$ cat src/verilog/cache_pkg.sv
package cache_pkg;

  // cacheable DRAM window
  localparam logic [31:0] DRAM_BASE = 32'h8000_0000;
  localparam logic [31:0] DRAM_SIZE = 32'h0001_0000;

  // default cache geometry
  localparam int LINE_BYTES  = 4;
  localparam int CACHE_BYTES = 1024;

  // cpu load/store request, held until the response
  typedef struct packed {
    logic [31:0] addr;
    logic [31:0] wdata;
    logic [3:0]  strb;
    logic        ren;
    logic        wen;
  } cpu_req_t;

  typedef enum logic {
    BUS_READ,
    BUS_WRITE
  } bus_op_e;

  // one single-beat transfer for the AXI master
  typedef struct packed {
    bus_op_e     op;
    logic [31:0] addr;
    logic [31:0] data;
    logic [3:0]  strb;
  } bus_cmd_t;

  // line update into the store
  typedef struct packed {
    logic [31:0] addr;
    logic [31:0] data;
    logic        dirty;
    logic        en;
  } line_wr_t;

  typedef enum logic [2:0] {
    HIT_CMP,
    SEND_ADDR,
    WAIT_DATA,
    END_ACCESS,
    SEND_DATA,
    WAIT_WRITING
  } cache_state_e;

endpackage

$ cat src/verilog/axi_lite_master.sv
`timescale 1ns/1ps

module axi_lite_master (
  input  logic                 clk,
  input  logic                 reset,

  // command side
  input  cache_pkg::bus_cmd_t  bus_cmd,
  input  logic                 cmd_valid,
  output logic                 cmd_ready,
  output logic                 rsp_valid,
  output logic [31:0]          rsp_data,

  // read channels
  input  logic                 arready,
  input  logic                 rvalid,
  input  logic [31:0]          rdata,
  output logic                 arvalid,
  output logic [31:0]          araddr,
  output logic                 rready,

  // write channels
  input  logic                 awready,
  input  logic                 wready,
  input  logic                 bvalid,
  output logic [31:0]          awaddr,
  output logic                 awvalid,
  output logic [31:0]          wdata,
  output logic [3:0]           wstrb,
  output logic                 wvalid,
  output logic                 bready
);

  typedef enum logic [1:0] {
    M_IDLE,
    M_READ,
    M_WRITE
  } master_state_e;

  master_state_e m_state;

  assign cmd_ready = (m_state == M_IDLE);

  always_ff @(posedge clk) begin
    if (reset) begin
      m_state   <= M_IDLE;
      arvalid   <= 1'b0;
      rready    <= 1'b0;
      awvalid   <= 1'b0;
      wvalid    <= 1'b0;
      bready    <= 1'b0;
      rsp_valid <= 1'b0;
    end else begin
      rsp_valid <= 1'b0;
      case (m_state)
        M_IDLE: begin
          if (cmd_valid) begin
            if (bus_cmd.op == cache_pkg::BUS_READ) begin
              arvalid <= 1'b1;
              m_state <= M_READ;
            end else begin
              awvalid <= 1'b1;
              wvalid  <= 1'b1;
              bready  <= 1'b1;
              m_state <= M_WRITE;
            end
          end
        end
        M_READ: begin
          if (arvalid && arready) begin
            arvalid <= 1'b0;
            rready  <= 1'b1;
          end
          if (rready && rvalid) begin
            rready    <= 1'b0;
            rsp_valid <= 1'b1;
            m_state   <= M_IDLE;
          end
        end
        M_WRITE: begin
          // aw and w beats retire independently
          if (awready) begin
            awvalid <= 1'b0;
          end
          if (wready) begin
            wvalid <= 1'b0;
          end
          if (bvalid) begin
            bready    <= 1'b0;
            rsp_valid <= 1'b1;
            m_state   <= M_IDLE;
          end
        end
        default: begin
          m_state <= M_IDLE;
        end
      endcase
    end
  end

  // payload, latched once per command
  always_ff @(posedge clk) begin
    if (m_state == M_IDLE && cmd_valid) begin
      araddr <= bus_cmd.addr;
      awaddr <= bus_cmd.addr;
      wdata  <= bus_cmd.data;
      wstrb  <= bus_cmd.strb;
    end
    if (m_state == M_READ && rready && rvalid) begin
      rsp_data <= rdata;
    end
  end

endmodule

$ cat config.mk
export PLATFORM = sky130hd
export DESIGN_NAME = axi_lite_master
export DESIGN_NICKNAME = d
export VERILOG_FILES = /design/src/verilog/cache_pkg.sv /design/src/verilog/axi_lite_master.sv
export SDC_FILE = /design/constraint.sdc
export NUM_CORES = 1
export LEC_CHECK = 0
export ABC_AREA = 1
export CAP_MARGIN = 20
export CORE_AREA = 2 2 97 99
export DETAILED_ROUTE_END_ITERATION = 10
export DIE_AREA = 0 0 99 101
export DONT_BUFFER_PORTS = 1
export GPL_TIMING_DRIVEN = 0
export HOLD_SLACK_MARGIN = 0.06
export SKIP_LAST_GASP = 1
export SLEW_MARGIN = 30
export SYNTH_ARGS = -nofsm -noshare
export SYNTH_HDL_FRONTEND = slang
export SYNTH_SLANG_ARGS = --single-unit
$ cat constraint.sdc
create_clock -name clk -period 2.35 [get_ports clk]
set_input_delay 0.235 -clock clk [delete_from_list [all_inputs] [get_ports clk]]
set_output_delay 0.235 -clock clk [all_outputs]
set_load 0.01 [all_outputs]
==> flow_metrics.tcl, run 1 <==
set metrics [dict create \
    status "did not finish" \
    lastStage "clock tree synthesis (4_1_cts)" \
    stop_error "[ERROR RSZ-0060] Max buffer count reached." \
    ys.flop_type "edfxtp_1" \
    dp_hpwl_mm 5.60 \
    clock_sinks 108 \
    yosys.area.top_type "edfxtp_1" \
    die_h_um 101 \
    h-tree-depth 3 \
    die_x_um 99 \
    cts-root-buf "clkbuf_8" \
    syn-cell-area_um2 3760 \
    start_util_pct 41.8 \
    synth_most_common_cell "edfxtp_1" \
    synth_common_cells "edfxtp_1 (100), buf_4 (32), nand2_1 (21)" \
    cts_buffer_depth 2 \
    synth_top_cell_area_share_pct 79.9 \
    gp_congestion 0.764 \
    async_reset_ff_share_pct 0 \
    io_pins 248 \
    io_buffers 0 \
    syn_area_per_cell_um2 17.8 \
    synth_cell_type_count 16 \
    syn_inst 211 \
    synthTopCellsByArea "edfxtp_1 (80%), buf_4 (6.4%), dfxtp_1 (4.3%)" \
    holdBufCountCts 101 \
    ys_seq_area_share_pct 84.2 \
    cts_inserted_buffers 9 \
    row_count 35 \
    ys_seq_elements 108 \
    synth_nets 326 \
    cts_resized 0 \
    postCtsSetupBuffers 0 \
    synth_enable_flop_cells 100 \
    yosys_warnings 0 \
]
-- through the flow --
stage / instances / TNS [ps] / area, um^2 / setup WS, ps / hold WS, ps
floorplan: 211 / 0 / 3760 / 208 / 307
global placement: 322 / -17060 / 3900 / -258 / 309
detailed placement: 324 / 0 / 3950 / 546 / 310
-- cell families after synthesis --
kind of cell,count (synthesis),share of synthesized area (%)
AOI/OAI and AO/OA,9,1.40
buffers and inverters,46,7.79
and+or+nand+nor,42,4.60
adders and majority gates,6,2.00
DFF,108,84.2
==> run 2: changes to the inputs <==
--- a/config.mk
+++ b/config.mk
@@ -7,12 +7,12 @@
 export LEC_CHECK = 0
 export ABC_AREA = 1
 export CAP_MARGIN = 20
-export CORE_AREA = 2 2 97 99
+export CORE_MARGIN = 2
+export CORE_UTILIZATION = 40
 export DETAILED_ROUTE_END_ITERATION = 10
-export DIE_AREA = 0 0 99 101
 export DONT_BUFFER_PORTS = 1
 export GPL_TIMING_DRIVEN = 0
-export HOLD_SLACK_MARGIN = 0.06
+export PLACE_DENSITY_LB_ADDON = 0.15
 export SKIP_LAST_GASP = 1
 export SLEW_MARGIN = 30
 export SYNTH_ARGS = -nofsm -noshare
==> constraint.sdc (replaced) <==
create_clock -name clk -period 3.1 [get_ports clk]
set_input_delay 0.31 -clock clk [delete_from_list [all_inputs] [get_ports clk]]
set_output_delay 0.31 -clock clk [all_outputs]
set_load 0.01 [all_outputs]
==> run 2 against run 1 <==
The run now ends clean. Area after synthesis did not move. Synthesized cell count did not move.
==> flow_metrics.tcl, run 2 <==
set metrics [dict create \
    clock_sinks 108 \
    wl_per_cell_um 21.5 \
    cts_resized 0 \
    drive_above_1_share_pct 25.7 \
    insertedDiodeCount 0 \
    coreArea_um2 9200 \
    synthTopCellsByArea "edfxtp_1 (80%), buf_4 (6.4%), dfxtp_1 (4.3%)" \
    grt_overflow_total 0 \
    cts_buffer_depth 2 \
    syn_inst 211 \
    path_clk_slew_ps 110 \
    syn-cell-area_um2 3760 \
    critPathCaptureType "flip-flop" \
    ys_seq_elements 108 \
    fmax_ghz 0.560 \
    dp_hpwl_mm 5.47 \
    synth_cell_type_count 16 \
    drc 0 \
    syn_area_per_cell_um2 17.8 \
    ff_latch_area_um2 3160 \
    cp.arrival_ps 1840 \
    drtIter0Drc 70 \
    setup_viol 0 \
    via_per_inst 4.98 \
    timing.hold.ws_ps 34.4 \
    ys.flop_type "edfxtp_1" \
    synth_top_cell_area_share_pct 79.9 \
    power.leakage_nw 1.49 \
    start_kind "flip-flop" \
    area_growth_syn_to_layout_pct 11.6 \
    worstReg2RegEnd "wdata[23]$_DFFE_PP_" \
    post-route-period-util_pct 57.6 \
    gp_congestion 0.725 \
    io_pins 248 \
    async_reset_ff_share_pct 0 \
    worst_path_max_delay_cell "dfxtp_1" \
    grt_usage_pct 13.1 \
    status "completed" \
    row_count 35 \
    first_global_vias 1674 \
    power_mw 3.55 \
    synth_common_cells "edfxtp_1 (100), buf_4 (32), nand2_1 (21)" \
    final_common_cell "edfxtp_1" \
    cts_tree "done" \
    rsz0062_at_grt "false" \
    yosys.area.top_type "edfxtp_1" \
    die_x_um 101 \
    r2r_setup_slack_ps 1310 \
    crit_path_max_fanout 35 \
    h-tree-depth 3 \
    path_class "reg2reg" \
    synth_nets 326 \
    peakVddDrop_v 0.000352 \
    dieArea_um2 10200 \
    grt_pass1_wl_mm 9.40 \
    synth_enable_flop_cells 100 \
    yosys_warnings 0 \
    min_period_ps 1790 \
    grt_max_degree 36 \
    die_h_um 101 \
    start_util_pct 40.8 \
    r2r_cells 5 \
    cts_inserted_buffers 9 \
    cts-root-buf "clkbuf_8" \
    cp_cell_sequence "inv_1 > ha_1 > nand2_1 > inv_4 > buf_12" \
    setup_tns_ps 0 \
    io_buffers 0 \
    worst_pin_slew_ps 423 \
    placedCellCount 324 \
    path_buf_inv 3 \
    stdcell_count 341 \
    final_hold_viol_count 0 \
    slowest_delay_ps 340 \
    whs_endpoint "rsp_data[12]$_DFFE_PP_" \
    ys_seq_area_share_pct 84.2 \
    nets 340 \
    cp.required_ps 3150 \
    hold_depth 0 \
    hold_path.startpoint "rdata[12]" \
    antenna_found_initial 1 \
    vias 1697 \
    worstSetupStartpoint "m_state[1]$_SDFFE_PP0P_" \
    reg_top3 "awaddr (32), rsp_data (32), wdata (32)" \
    synth_most_common_cell "edfxtp_1" \
    relSlewSlack_pct 71.8 \
    drt_wl_total_mm 7.32 \
    cap_violations 0 \
    finalClockSkew_ps 16.7 \
    first_pass_iters 4 \
    path_delay_family "buffers and inverters" \
    clk_latency_ps 360 \
    n_fill_cell 791 \
    timing.final.max_slew_violations 0 \
    ant_nets 0 \
    final_cell_mix "edfxtp_1 (100), buf_4 (32), nand2_1 (21)" \
    min_path_type "in2reg" \
    cp_num_cells 5 \
    multi_input_area_um2 308 \
    timing.rr.start "m_state[1]$_SDFFE_PP0P_" \
    powerDensity_nw_per_um2 847 \
]
-- run 2: how the worst max path moves through the flow --
stage / slack, ps / to
after floorplan: 630 / rsp_data[0]$_DFFE_PP_
after global placement: 5 / awaddr[29]$_DFFE_PP_
after detailed placement: 1300 / awaddr[29]$_DFFE_PP_
after CTS: 1290 / wdata[31]$_DFFE_PP_
after global routing: 1160 / wdata[23]$_DFFE_PP_
final: 1310 / wdata[23]$_DFFE_PP_
-- run 2: report_power, final --
| part | switching (mW) | total [mW] | internal (mW) | leakage (nW) |
|---|---|---|---|---|
| sequential | 0.205 | 2.06 | 1.86 | 0.999 |
| clock | 0.479 | 0.947 | 0.468 | 0.112 |
| combinational | 0.346 | 0.539 | 0.193 | 0.381 |
-- run 2: what timing repair did --
item	in CTS	in global routing
setup endpoints to repair	0	0
setup buffers	0	0
hold endpoints to repair	0	1
hold buffers	0	1
-- run 2: logic make-up (layout without fill, tap and decap cells) --
logic type / count (synthesis) / after routing / synth area share [%]
DFF: 108 / 108 / 84.2
buffers and inverters: 46 / 65 / 7.79
adders and majority gates: 6 / 6 / 2.00
AOI/OAI and AO/OA: 9 / 9 / 1.40
and+or+nand+nor: 42 / 42 / 4.60
-- run 2: worst reg2reg max path: stages, from the launching register on --
cell and delay [ps]:
dfxtp_1 340, inv_1 140, ha_1 270, nand2_1 120, inv_4 330, buf_12 280
-- run 2: area by class of cell --
| type | instances | share of cell area [%] |
|---|---|---|
| sequential | 108 | 75.5 |
| multi-input combinational | 57 | 7.34 |
| buffer | 32 | 5.73 |
| tap | 111 | 3.31 |
| clock buffer | 9 | 2.96 |
| clock inverter | 7 | 2.51 |
| timing repair buffer | 3 | 1.37 |
| inverter | 14 | 1.31 |
-- run 2: routing by layer --
metal  up-vias  global-route usage (%)  wire, um
met4         2                    5.61       102
li1        744                       -         -
met3        11                    6.66       809
met1       803                    13.2      2550
met2       137                    22.6      3840
met5         -                       0        13
-- run 2: through the flow --
stage / setup WS (ps) / utilization, % / instance area (um^2)
3_3_place_gp: 4.50 / 42.4 / 3890
6_report: 1310 / 45.6 / 4190
5_1_grt: 1160 / 45.6 / 4190
2_1_floorplan: 628 / - / 3760
4_1_cts: 1290 / 45.5 / 4180
3_5_place_dp: 1300 / 43.0 / 3950
(Power assumes the default switching activity.)
==> run 3: changes to the inputs <==
==> constraint.sdc (replaced) <==
create_clock -name clk -period 1.8 [get_ports clk]
set_input_delay 0.18 -clock clk [delete_from_list [all_inputs] [get_ports clk]]
set_output_delay 0.18 -clock clk [all_outputs]
set_load 0.01 [all_outputs]
==> run 3 against run 2 <==
The run now fails in clock tree synthesis (4_1_cts). Synthesized cell count unchanged. Area after synthesis unchanged.
==> flow_metrics.tcl, run 3 <==
set metrics [dict create \
    status "did not finish" \
    lastStage "clock tree synthesis (4_1_cts)" \
    stop_error "[ERROR RSZ-0060] Max buffer count reached." \
    synth_cell_type_count 16 \
    io_buffers 0 \
    die_h_um 101 \
    cts_buffer_depth 2 \
    row_count 35 \
    cts_inserted_buffers 9 \
    ys_seq_area_share_pct 84.2 \
    syn_area_per_cell_um2 17.8 \
    start_util_pct 40.8 \
    cts-root-buf "clkbuf_8" \
    ys.flop_type "edfxtp_1" \
    synth_nets 326 \
    synth_most_common_cell "edfxtp_1" \
    place_area_um2 3970 \
    ys_seq_elements 108 \
    synthTopCellsByArea "edfxtp_1 (80%), buf_4 (6.4%), dfxtp_1 (4.3%)" \
    synth_common_cells "edfxtp_1 (100), buf_4 (32), nand2_1 (21)" \
    gp_congestion 0.724 \
    dp_hpwl_mm 5.31 \
    syn-cell-area_um2 3760 \
    placedCellCount 324 \
    yosys_warnings 0 \
    async_reset_ff_share_pct 0 \
    io_pins 248 \
    syn_inst 211 \
    synth_top_cell_area_share_pct 79.9 \
    clock_sinks 108 \
    die_x_um 101 \
    synth_enable_flop_cells 100 \
    cts_resized 0 \
    h-tree-depth 3 \
    yosys.area.top_type "edfxtp_1" \
    holdBufCountCts 101 \
    postCtsSetupBuffers 0 \
]
## run 3: cell counts after synthesis
No cell type changed its count.
## run 3: cell families after synthesis
kind of cell	synth area share [%]
AOI/OAI and AO/OA	1.40
adders and majority gates	2.00
buffers and inverters	7.79
DFF	84.2
and+or+nand+nor	4.60
## run 3: per-stage QoR
step | setup TNS [ps] | worst slack (ps)
floorplan | -12470 | -183
global placement | -42950 | -636
detailed placement | -567 | -29.6
