File: config.mk
export PLATFORM = sky130hd
export DESIGN_NAME = d_cache
export DESIGN_NICKNAME = d
export VERILOG_FILES = /design/src/verilog/cache_pkg.sv /design/src/verilog/d_cache.sv
export SDC_FILE = /design/constraint.sdc
export NUM_CORES = 1
export LEC_CHECK = 0
export BUFFER_PORTS_ARGS = -buffer_cell sky130_fd_sc_hd__buf_2
export CAP_MARGIN = 10
export CORE_AREA = 2 2 145 147
export DETAILED_ROUTE_END_ITERATION = 16
export DIE_AREA = 0 0 147 149
export GPL_TIMING_DRIVEN = 0
export SYNTH_ARGS = -nofsm -noshare
export SYNTH_HDL_FRONTEND = slang
export SYNTH_SLANG_ARGS = --single-unit
File: constraint.sdc
create_clock -name clk -period 7.5 [get_ports clk]
set_input_delay 1.5 -clock clk [delete_from_list [all_inputs] [get_ports clk]]
set_output_delay 1.5 -clock clk [all_outputs]
set_load 0.1 [all_outputs]
File: src/verilog/cache_pkg.sv
package cache_pkg;

  // cacheable DRAM window
  localparam logic [31:0] DRAM_BASE = 32'h8000_0000;
  localparam logic [31:0] DRAM_SIZE = 32'h0001_0000;

  // default cache geometry
  localparam int LINE_BYTES  = 4;
  localparam int CACHE_BYTES = 1024;

  // cpu load/store request, held until the response
  typedef struct packed {
    logic [31:0] addr;
    logic [31:0] wdata;
    logic [3:0]  strb;
    logic        ren;
    logic        wen;
  } cpu_req_t;

  typedef enum logic {
    BUS_READ,
    BUS_WRITE
  } bus_op_e;

  // one single-beat transfer for the AXI master
  typedef struct packed {
    bus_op_e     op;
    logic [31:0] addr;
    logic [31:0] data;
    logic [3:0]  strb;
  } bus_cmd_t;

  // line update into the store
  typedef struct packed {
    logic [31:0] addr;
    logic [31:0] data;
    logic        dirty;
    logic        en;
  } line_wr_t;

  typedef enum logic [2:0] {
    HIT_CMP,
    SEND_ADDR,
    WAIT_DATA,
    END_ACCESS,
    SEND_DATA,
    WAIT_WRITING
  } cache_state_e;

endpackage

File: src/verilog/d_cache.sv
`timescale 1ns/1ps

module d_cache #(
  parameter int LINE_BYTES  = cache_pkg::LINE_BYTES,
  parameter int CACHE_BYTES = cache_pkg::CACHE_BYTES
) (
  input  logic                 clk,
  input  logic                 reset,

  // cpu side
  input  cache_pkg::cpu_req_t  cpu_req,
  output logic [31:0]          read_data,
  output logic                 read_valid,
  output logic                 write_ready,

  // store side
  output logic [31:0]          lookup_addr,
  output cache_pkg::line_wr_t  line_wr,
  input  logic                 hit,
  input  logic                 dirty,
  input  logic [31:0]          line_data,
  input  logic [31:0]          victim_addr,

  // bus master side
  output cache_pkg::bus_cmd_t  bus_cmd,
  output logic                 cmd_valid,
  input  logic                 cmd_ready,
  input  logic                 rsp_valid,
  input  logic [31:0]          rsp_data
);

  localparam int OFFSET_W = $clog2(LINE_BYTES);

  cache_pkg::cache_state_e state;

  logic        cacheable;
  logic        active;
  logic        full_store;
  logic        direct_write;
  logic [4:0]  lane_shift;
  logic [31:0] lane_mask;
  logic [31:0] word_addr;
  logic [31:0] fill_word;
  logic [31:0] cur_word;
  logic [31:0] merged;

  // bring the addressed lanes down to bit 0, keep the rest raw
  function automatic logic [31:0] align_read(
    input logic [31:0] word,
    input logic [31:0] mask,
    input logic [4:0]  shift
  );
    logic [31:0] low_mask;
    low_mask = mask >> shift;
    return ((word >> shift) & low_mask) | (word & ~low_mask);
  endfunction

  // single unsigned compare, wraps below the base
  assign cacheable = (cpu_req.addr - cache_pkg::DRAM_BASE) < cache_pkg::DRAM_SIZE;

  // ignore the request while its response pulse is out
  assign active = (cpu_req.ren || cpu_req.wen) && !read_valid && !write_ready;

  assign lane_shift = {cpu_req.addr[1:0], 3'b000};
  assign lane_mask  = {{8{cpu_req.strb[3]}}, {8{cpu_req.strb[2]}},
                       {8{cpu_req.strb[1]}}, {8{cpu_req.strb[0]}}};

  assign full_store = cpu_req.wen && (cpu_req.strb == 4'b1111) && (cpu_req.addr[1:0] == 2'b00);

  // store hit, or whole word over a clean line
  assign direct_write = cacheable && cpu_req.wen && (hit || (!dirty && full_store));

  assign lookup_addr = {cpu_req.addr[31:OFFSET_W], {OFFSET_W{1'b0}}};
  assign word_addr   = {cpu_req.addr[31:2], 2'b00};

  assign cur_word = (state == cache_pkg::END_ACCESS) ? fill_word : line_data;
  assign merged   = (cur_word & ~lane_mask) | ((cpu_req.wdata << lane_shift) & lane_mask);

  always_comb begin
    line_wr.addr  = lookup_addr;
    line_wr.data  = merged;
    line_wr.dirty = cpu_req.wen;
    line_wr.en    = 1'b0;
    case (state)
      cache_pkg::HIT_CMP: begin
        line_wr.en = active && direct_write;
      end
      cache_pkg::END_ACCESS: begin
        // fills go in clean, store fills merged and dirty
        line_wr.en = cacheable;
        if (!cpu_req.wen) begin
          line_wr.data = fill_word;
        end
      end
      cache_pkg::WAIT_WRITING: begin
        line_wr.en = rsp_valid && cacheable && full_store;
      end
      default: begin
        line_wr.en = 1'b0;
      end
    endcase
  end

  always_comb begin
    bus_cmd.op   = cache_pkg::BUS_READ;
    bus_cmd.addr = word_addr;
    bus_cmd.data = cpu_req.wdata << lane_shift;
    bus_cmd.strb = cpu_req.strb;
    cmd_valid    = 1'b0;
    case (state)
      cache_pkg::SEND_ADDR: begin
        cmd_valid = 1'b1;
      end
      cache_pkg::SEND_DATA: begin
        cmd_valid  = 1'b1;
        bus_cmd.op = cache_pkg::BUS_WRITE;
        if (cacheable) begin
          // write-back of the dirty victim
          bus_cmd.addr = victim_addr;
          bus_cmd.data = line_data;
          bus_cmd.strb = 4'b1111;
        end
      end
      default: begin
        cmd_valid = 1'b0;
      end
    endcase
  end

  always_ff @(posedge clk) begin
    if (reset) begin
      state       <= cache_pkg::HIT_CMP;
      read_valid  <= 1'b0;
      write_ready <= 1'b0;
    end else begin
      read_valid  <= 1'b0;
      write_ready <= 1'b0;
      case (state)
        cache_pkg::HIT_CMP: begin
          if (active) begin
            if (!cacheable) begin
              state <= cpu_req.wen ? cache_pkg::SEND_DATA : cache_pkg::SEND_ADDR;
            end else if (hit && !cpu_req.wen) begin
              read_valid <= 1'b1;
            end else if (direct_write) begin
              write_ready <= 1'b1;
            end else if (dirty) begin
              state <= cache_pkg::SEND_DATA;
            end else begin
              state <= cache_pkg::SEND_ADDR;
            end
          end
        end
        cache_pkg::SEND_ADDR: begin
          if (cmd_ready) begin
            state <= cache_pkg::WAIT_DATA;
          end
        end
        cache_pkg::WAIT_DATA: begin
          if (rsp_valid) begin
            state <= cache_pkg::END_ACCESS;
          end
        end
        cache_pkg::END_ACCESS: begin
          state <= cache_pkg::HIT_CMP;
          if (cpu_req.wen) begin
            write_ready <= 1'b1;
          end else begin
            read_valid <= 1'b1;
          end
        end
        cache_pkg::SEND_DATA: begin
          if (cmd_ready) begin
            state <= cache_pkg::WAIT_WRITING;
          end
        end
        cache_pkg::WAIT_WRITING: begin
          if (rsp_valid) begin
            // full word lands directly, otherwise fetch the new line
            if (!cacheable || full_store) begin
              write_ready <= 1'b1;
              state       <= cache_pkg::HIT_CMP;
            end else begin
              state <= cache_pkg::SEND_ADDR;
            end
          end
        end
        default: begin
          state <= cache_pkg::HIT_CMP;
        end
      endcase
    end
  end

  always_ff @(posedge clk) begin
    if (state == cache_pkg::WAIT_DATA && rsp_valid) begin
      fill_word <= rsp_data;
    end
    if ((state == cache_pkg::HIT_CMP && active) || state == cache_pkg::END_ACCESS) begin
      read_data <= align_read(cur_word, lane_mask, lane_shift);
    end
  end

endmodule

==> impl_metrics.csv, run 1 <==
group,metric,value,unit
run_status,status,"complete, no violations",
synthesis,synth-seq-cells,69,
grt,busiest_layer,"met2",
placement,io_buffers,367,
detailed_routing,drt-wirelength-per-cell,19.8,um
worst_setup_path,r2r_cells,7,
synthesis,ys.flop_type,"edfxtp_1",
sta,fin_ws,2030,ps
floorplanning,die_h,149,um
placement,post-dp-hpwl,22200,um
clock_network,numClockSinks,69,
clock_network,cts_max_level,3,
finish,n_fill_cell,2196,
floorplanning,dieArea,21900,um2
sta,rsz0062_at_grt,"false",
worst_setup_path,critPathArrivalTime,3970,ps
clock_network,cts_hold_buf,0,
synthesis,synth_cells,681,
detailed_routing,dr.first_iter.drc_count,598,
clock_network,cts_tree,"built",
pwr,p_leak,4.27,nW
grt,grt_start_max_net_pins,33,
worst_setup_path,critPathKind,"primary input to output port",
worst_setup_path,cp-end-kind,"output port",
floorplanning,core_area,20600,um2
worst_setup_path,rr_endpoint,"read_data[14]",
sta,worst_slew_pin_slew,702,ps
floorplanning,num_rows,53,
worst_setup_path,r2r-start,"state[2]",
sta,final-max-slew-violation-count,0,
min_path,min_from,"state[2]",
finish,synthToLayoutAreaGrowth,45.2,%
worst_setup_path,r2r_setup_slack,5160,ps
grt,grt_remaining_overflow,0,
min_path,hold_path_end,"state[2]",
clock_network,cts_resized,0,
placement,gp_congestion,0.928,
detailed_routing,first_pass_iters,6,
grt,grt_pass1_vias,6130,
sta,setup_violations,0,
sta,hold_viol,0,
clock_network,post_cts_buffers,0,
grt,grt_util_met1,0.332,
grt,grt_pass1_wl,38200,um
min_path,hp-class,"register to register",
placement,pre_cts_slack,2060,ps
grt,grt.total_usage,0.235,
sta,fin_crit_sh,0.729,
detailed_routing,drt-total-wl,26700,um
worst_setup_path,start_kind,"primary input",
sta,fin_skew,12.8,ps
grt,gr-usage-met3,0.0462,
detailed_routing,ant_nets,0,
pwr,peakVddDrop,0.130,mV
sta,clock.fmax,183,MHz
pwr,power.density,271,nW/um2
finish,drive_above_1_share,0.462,
finish,n_antenna_cell,0,
synthesis,ys_types,54,
synthesis,synth_warnings,0,
clock_network,clock_path_buffers,2,
synthesis,avgSynthCellArea,8.30,um2
detailed_routing,num_vias,6540,
sta,period_minus_slack,5470,ps
finish,nNetsFinal,1238,
sta,worst_slew_margin_rel,0.519,
floorplanning,start_util,0.275,
detailed_routing,route.detailed.drc,0,
clock_network,cts_root_buf,"clkbuf_16",
synthesis,yosysSeqAreaShare,0.358,
worst_setup_path,crit_fanout,10,
synthesis,async_flop_share,0,
finish,final_cell_mix,"376 x buf_2, 101 x nand2_1, 76 x buf_4",
flow_run,drv_cap,0,
clock_network,cts_buffers,9,
finish,layout_commonest_cell,"buf_2",
floorplanning,top_level_ports,374,
worst_setup_path,required,6000,ps
synthesis,syn_area,5650,um2
synthesis,synth_edf_count,64,
sta,tns,0,ps
floorplanning,die_w,147,um
grt,grtUsageMet2,0.369,
clock_network,cts.reportedPaths.clkPinSlew,60,ps
clock_network,insertion_delay,350,ps
detailed_routing,viasPerCell,4.86,
min_path,whs_path_depth,2,
grt,antenna_found_initial,0,
-- cell families after synthesis --
group / after synthesis / synth area share
and+or+nand+nor: 228 / 0.182
AOI/OAI and AO/OA: 168 / 0.184
buffers and inverters: 147 / 0.153
DFF: 69 / 0.358
muxes: 67 / 0.121
xor gates and xnor gates: 1 / 0.00155
other: 1 / 0.000663
-- flip-flops by register name, summed over array words and instances, names as in the netlist --
name and count:
fill_word 32, read_data 32, read_valid 1, state 3, write_ready 1
-- stage by stage --
step | total power, W | hold WS (ps) | util | instance area, um2 | cells
finish | 0.00223 | 613 | 0.399 | 8210 | 1346
floorplan | 0.00156 | 533 | - | 5670 | 684
CTS | 0.00222 | 609 | 0.398 | 8180 | 1345
detailed placement | 0.00179 | 592 | 0.384 | 7890 | 1329
global placement | 0.00178 | 598 | 0.382 | 7850 | 1326
global route | 0.00231 | 648 | 0.399 | 8210 | 1346
-- cells in the mapped netlist, types with 7 or more instances --
cell type  instances  area share
nor3_1            10      0.0089
nor2_1            69       0.046
mux2_2            12       0.024
a21oi_1           55       0.049
a31oi_1           24       0.027
inv_1             34       0.023
edfxtp_1          64        0.34
nand2b_1          10       0.011
nor2b_1           10       0.011
nand2_1          101       0.067
o21ai_0           12       0.011
buf_4             76        0.10
mux2i_1           55       0.097
a221oi_1           7       0.011
clkbuf_1          22       0.015
o22ai_1           31       0.034
buf_2              9      0.0080
a21o_1            15       0.020
-- critical path, cell delays in order --
cell	delay, ps
buf_2	140
nor4_1	410
and2_1	190
buf_4	140
nand3_1	430
clkbuf_1	440
a21oi_1	250
buf_2	450
-- power by group --
group	switching [W]	total [W]	internal (W)	leakage, nW
logic	0.00105	0.00127	0.000224	3.50
registers	0.0000189	0.000520	0.000501	0.639
clock network	0.000178	0.000436	0.000258	0.136
total	0.00125	0.00223	0.000983	4.27
-- worst max path at each step --
stage          cells past startpoint  slack (ps)             to         from
2_1_floorplan                      5        1040    bus_cmd[20]     state[2]
3_3_place_gp                       2        1310  fill_word[24]    rsp_valid
3_5_place_dp                       8        2060    bus_cmd[21]  cpu_req[66]
4_1_cts                            8        2040    bus_cmd[21]  cpu_req[66]
5_1_grt                            8        1860    bus_cmd[21]  cpu_req[66]
6_report                           8        2030    bus_cmd[21]  cpu_req[66]
-- metal layers --
| layer | share of wire | up-vias |
|---|---|---|
| li1 | - | 3127 |
| met1 | 0.44 | 3000 |
| met2 | 0.45 | 370 |
| met3 | 0.083 | 43 |
| met4 | 0.020 | 0 |
| met5 | 0 | - |
-- final cells by class --
class                           count  area [um2]  area share
Inverter                           34         128      0.0155
Clock buffer                        9         225      0.0274
Tap cell                          275         344      0.0419
Timing Repair Buffer              371        1900       0.231
Clock inverter                      7        73.8     0.00899
Multi-Input combinational cell    468        2780       0.339
Sequential cell                    69        2020       0.246
Buffer                            113         737      0.0897
No activity file was read; power rests on OpenSTA's default activity.
==> run 2: changes to the inputs <==
--- a/config.mk
+++ b/config.mk
@@ -7,9 +7,9 @@
 export LEC_CHECK = 0
 export BUFFER_PORTS_ARGS = -buffer_cell sky130_fd_sc_hd__buf_2
 export CAP_MARGIN = 10
-export CORE_AREA = 2 2 145 147
+export CORE_AREA = 2 2 147 149
 export DETAILED_ROUTE_END_ITERATION = 16
-export DIE_AREA = 0 0 147 149
+export DIE_AREA = 0 0 149 151
 export GPL_TIMING_DRIVEN = 0
 export SYNTH_ARGS = -nofsm -noshare
 export SYNTH_HDL_FRONTEND = slang
==> constraint.sdc (replaced) <==
create_clock -name clk -period 5 [get_ports clk]
set_input_delay 1 -clock clk [delete_from_list [all_inputs] [get_ports clk]]
set_output_delay 1 -clock clk [all_outputs]
set_load 0.1 [all_outputs]
==> run 2 against run 1 <==
Total power rose by 54%. Via count decreased by 0.78%. Utilization is 0.33 points lower. Design area increased by 0.44%. Wire length is 3.2% higher. Register-to-register slack got worse by 2500 ps. Combinational power is 50% higher. Global-route usage about the same. Sequential power up 50%. Worst setup slack worse by 1500 ps. Sequential share of layout area fell by 0.11 points. Hold slack improved by 19 ps. Critical endpoint is now bus_cmd[20].
==> impl_metrics.csv, run 2 (synthesis gave the netlist of run 1 again) <==
group,metric,value,unit
grt,grt.total_usage,0.235,
sta,final-max-slew-violation-count,0,
finish,synthToLayoutAreaGrowth,45.9,%
detailed_routing,drt-wirelength-per-cell,20.5,um
floorplanning,num_rows,53,
clock_network,cts_tree,"built",
grt,busiest_layer,"met2",
clock_network,clock_path_buffers,2,
grt,antenna_found_initial,1,
sta,fin_skew,13.6,ps
clock_network,insertion_delay,360,ps
detailed_routing,route.detailed.drc,0,
finish,fin_area,8250,um2
floorplanning,die_h,151,um
floorplanning,core_area,20800,um2
grt,grt_pass1_vias,6082,
finish,multi_input_area,2790,um2
placement,io_buffers,367,
grt,grt_remaining_overflow,0,
finish,largest_registers,"fill_word (32), read_data (32), state (3)",
sta,rsz0062_at_grt,"false",
finish,drive_above_1_share,0.464,
grt,grt_start_max_net_pins,33,
floorplanning,dieArea,22500,um2
clock_network,cts.reportedPaths.clkPinSlew,70,ps
pwr,peakVddDrop,0.236,mV
grt,grtUsageMet2,0.365,
placement,gp_congestion,0.892,
finish,n_antenna_cell,0,
sta,clock.fmax,224,MHz
floorplanning,top_level_ports,374,
clock_network,cts_max_level,3,
finish,nNetsFinal,1238,
clock_network,cts_buffers,9,
finish,n_fill_cell,2209,
sta,fin_crit_sh,0.892,
clock_network,numClockSinks,69,
grt,grt_pass1_wl,38500,um
sta,worst_slew_margin_rel,0.502,
sta,hold_viol,0,
worst_setup_path,start_kind,"primary input",
worst_setup_path,cp-end-kind,"output port",
sta,period_minus_slack,4460,ps
clock_network,cts_root_buf,"clkbuf_16",
grt,gr-usage-met3,0.0383,
min_path,min_from,"state[2]",
finish,layout_commonest_cell,"buf_2",
worst_setup_path,crit_fanout,10,
worst_setup_path,cp-startpoint,"cpu_req[66]",
detailed_routing,ant_nets,0,
clock_network,post_cts_buffers,0,
worst_setup_path,critPathArrivalTime,3460,ps
detailed_routing,first_pass_iters,5,
pwr,power.density,416,nW/um2
worst_setup_path,required,4000,ps
detailed_routing,num_vias,6489,
placement,post-dp-hpwl,22900,um
detailed_routing,viasPerCell,4.82,
run_status,status,"complete, no violations",
pwr,p_leak,4.30,nW
clock_network,cts_resized,0,
floorplanning,start_util,0.272,
finish,regArea,2020,um2
grt,grt_util_met1,0.338,
sta,setup_violations,0,
sta,worst_slew_pin_slew,747,ps
flow_run,drv_cap,0,
worst_setup_path,critPathKind,"primary input to output port",
clock_network,cts_hold_buf,0,
detailed_routing,dr.first_iter.drc_count,525,
finish,postLayoutCoreUtil,0.396,
min_path,hp-class,"register to register",
worst_setup_path,r2r-start,"state[2]",
floorplanning,die_w,149,um
detailed_routing,drt-total-wl,27500,um
finish,final_cell_mix,"376 x buf_2, 101 x nand2_1, 76 x buf_4",
placement,postPlaceCellArea,7890,um2
## run 2: changes by cell type in the layout (fill, tap and decap cells not counted), sizes merged
cell / previous run / this run
bufinv: 1 / 2
clkinv: 2 / 0
clkinvlp: 3 / 1
inv: 35 / 38
## run 2: power by group
part / switching (W) / internal [W]
sequential: 0.0000288 / 0.000751
combinational: 0.00158 / 0.000337
clock: 0.000290 / 0.000446
total: 0.00189 / 0.00153
## run 2: area by class of cell
class	count	share of cell area
well taps	275	0.0417
inverters	34	0.0155
clock buffers	9	0.0273
repair buffers	371	0.230
flip-flops and latches	69	0.245
clock inverters	7	0.0127
multi-input cells	468	0.338
plain buffers	113	0.0894
## run 2: final timing paths
| path | endpoint | slack (ps) | cells past startpoint |
|---|---|---|---|
| worst max register to register | read_data[14] | 2710 | 7 |
| worst max-delay path | bus_cmd[20] | 540 | 8 |
| worst min register to register | state[2] | 630 | 2 |
| worst min-delay path | state[2] | 630 | 2 |
## run 2: layer usage
layer  vias to the layer above  share of wire
met4                         2          0.017
met3                        29          0.069
met2                       298           0.46
met1                      3042           0.46
li1                       3118              -
met5                         -        0.00058
## run 2: worst max-delay path, cell delays in order
cell      delay, ps
buf_2           140
nor4_1          420
and2_1          190
buf_4           140
nand3_1         390
clkbuf_1        440
a21oi_1         280
buf_2           460
## run 2: stage by stage
step,hold slack (ps),std cells,TNS [ps],power [W],setup WS (ps)
3_5_place_dp,611,1329,0,0.00269,535
4_1_cts,626,1345,0,0.00342,520
3_3_place_gp,609,1326,-21140,0.00268,-665
6_report,633,1346,0,0.00343,542
5_1_grt,656,1346,0,0.00353,412
2_1_floorplan,543,684,-44.0,0.00234,-22.0
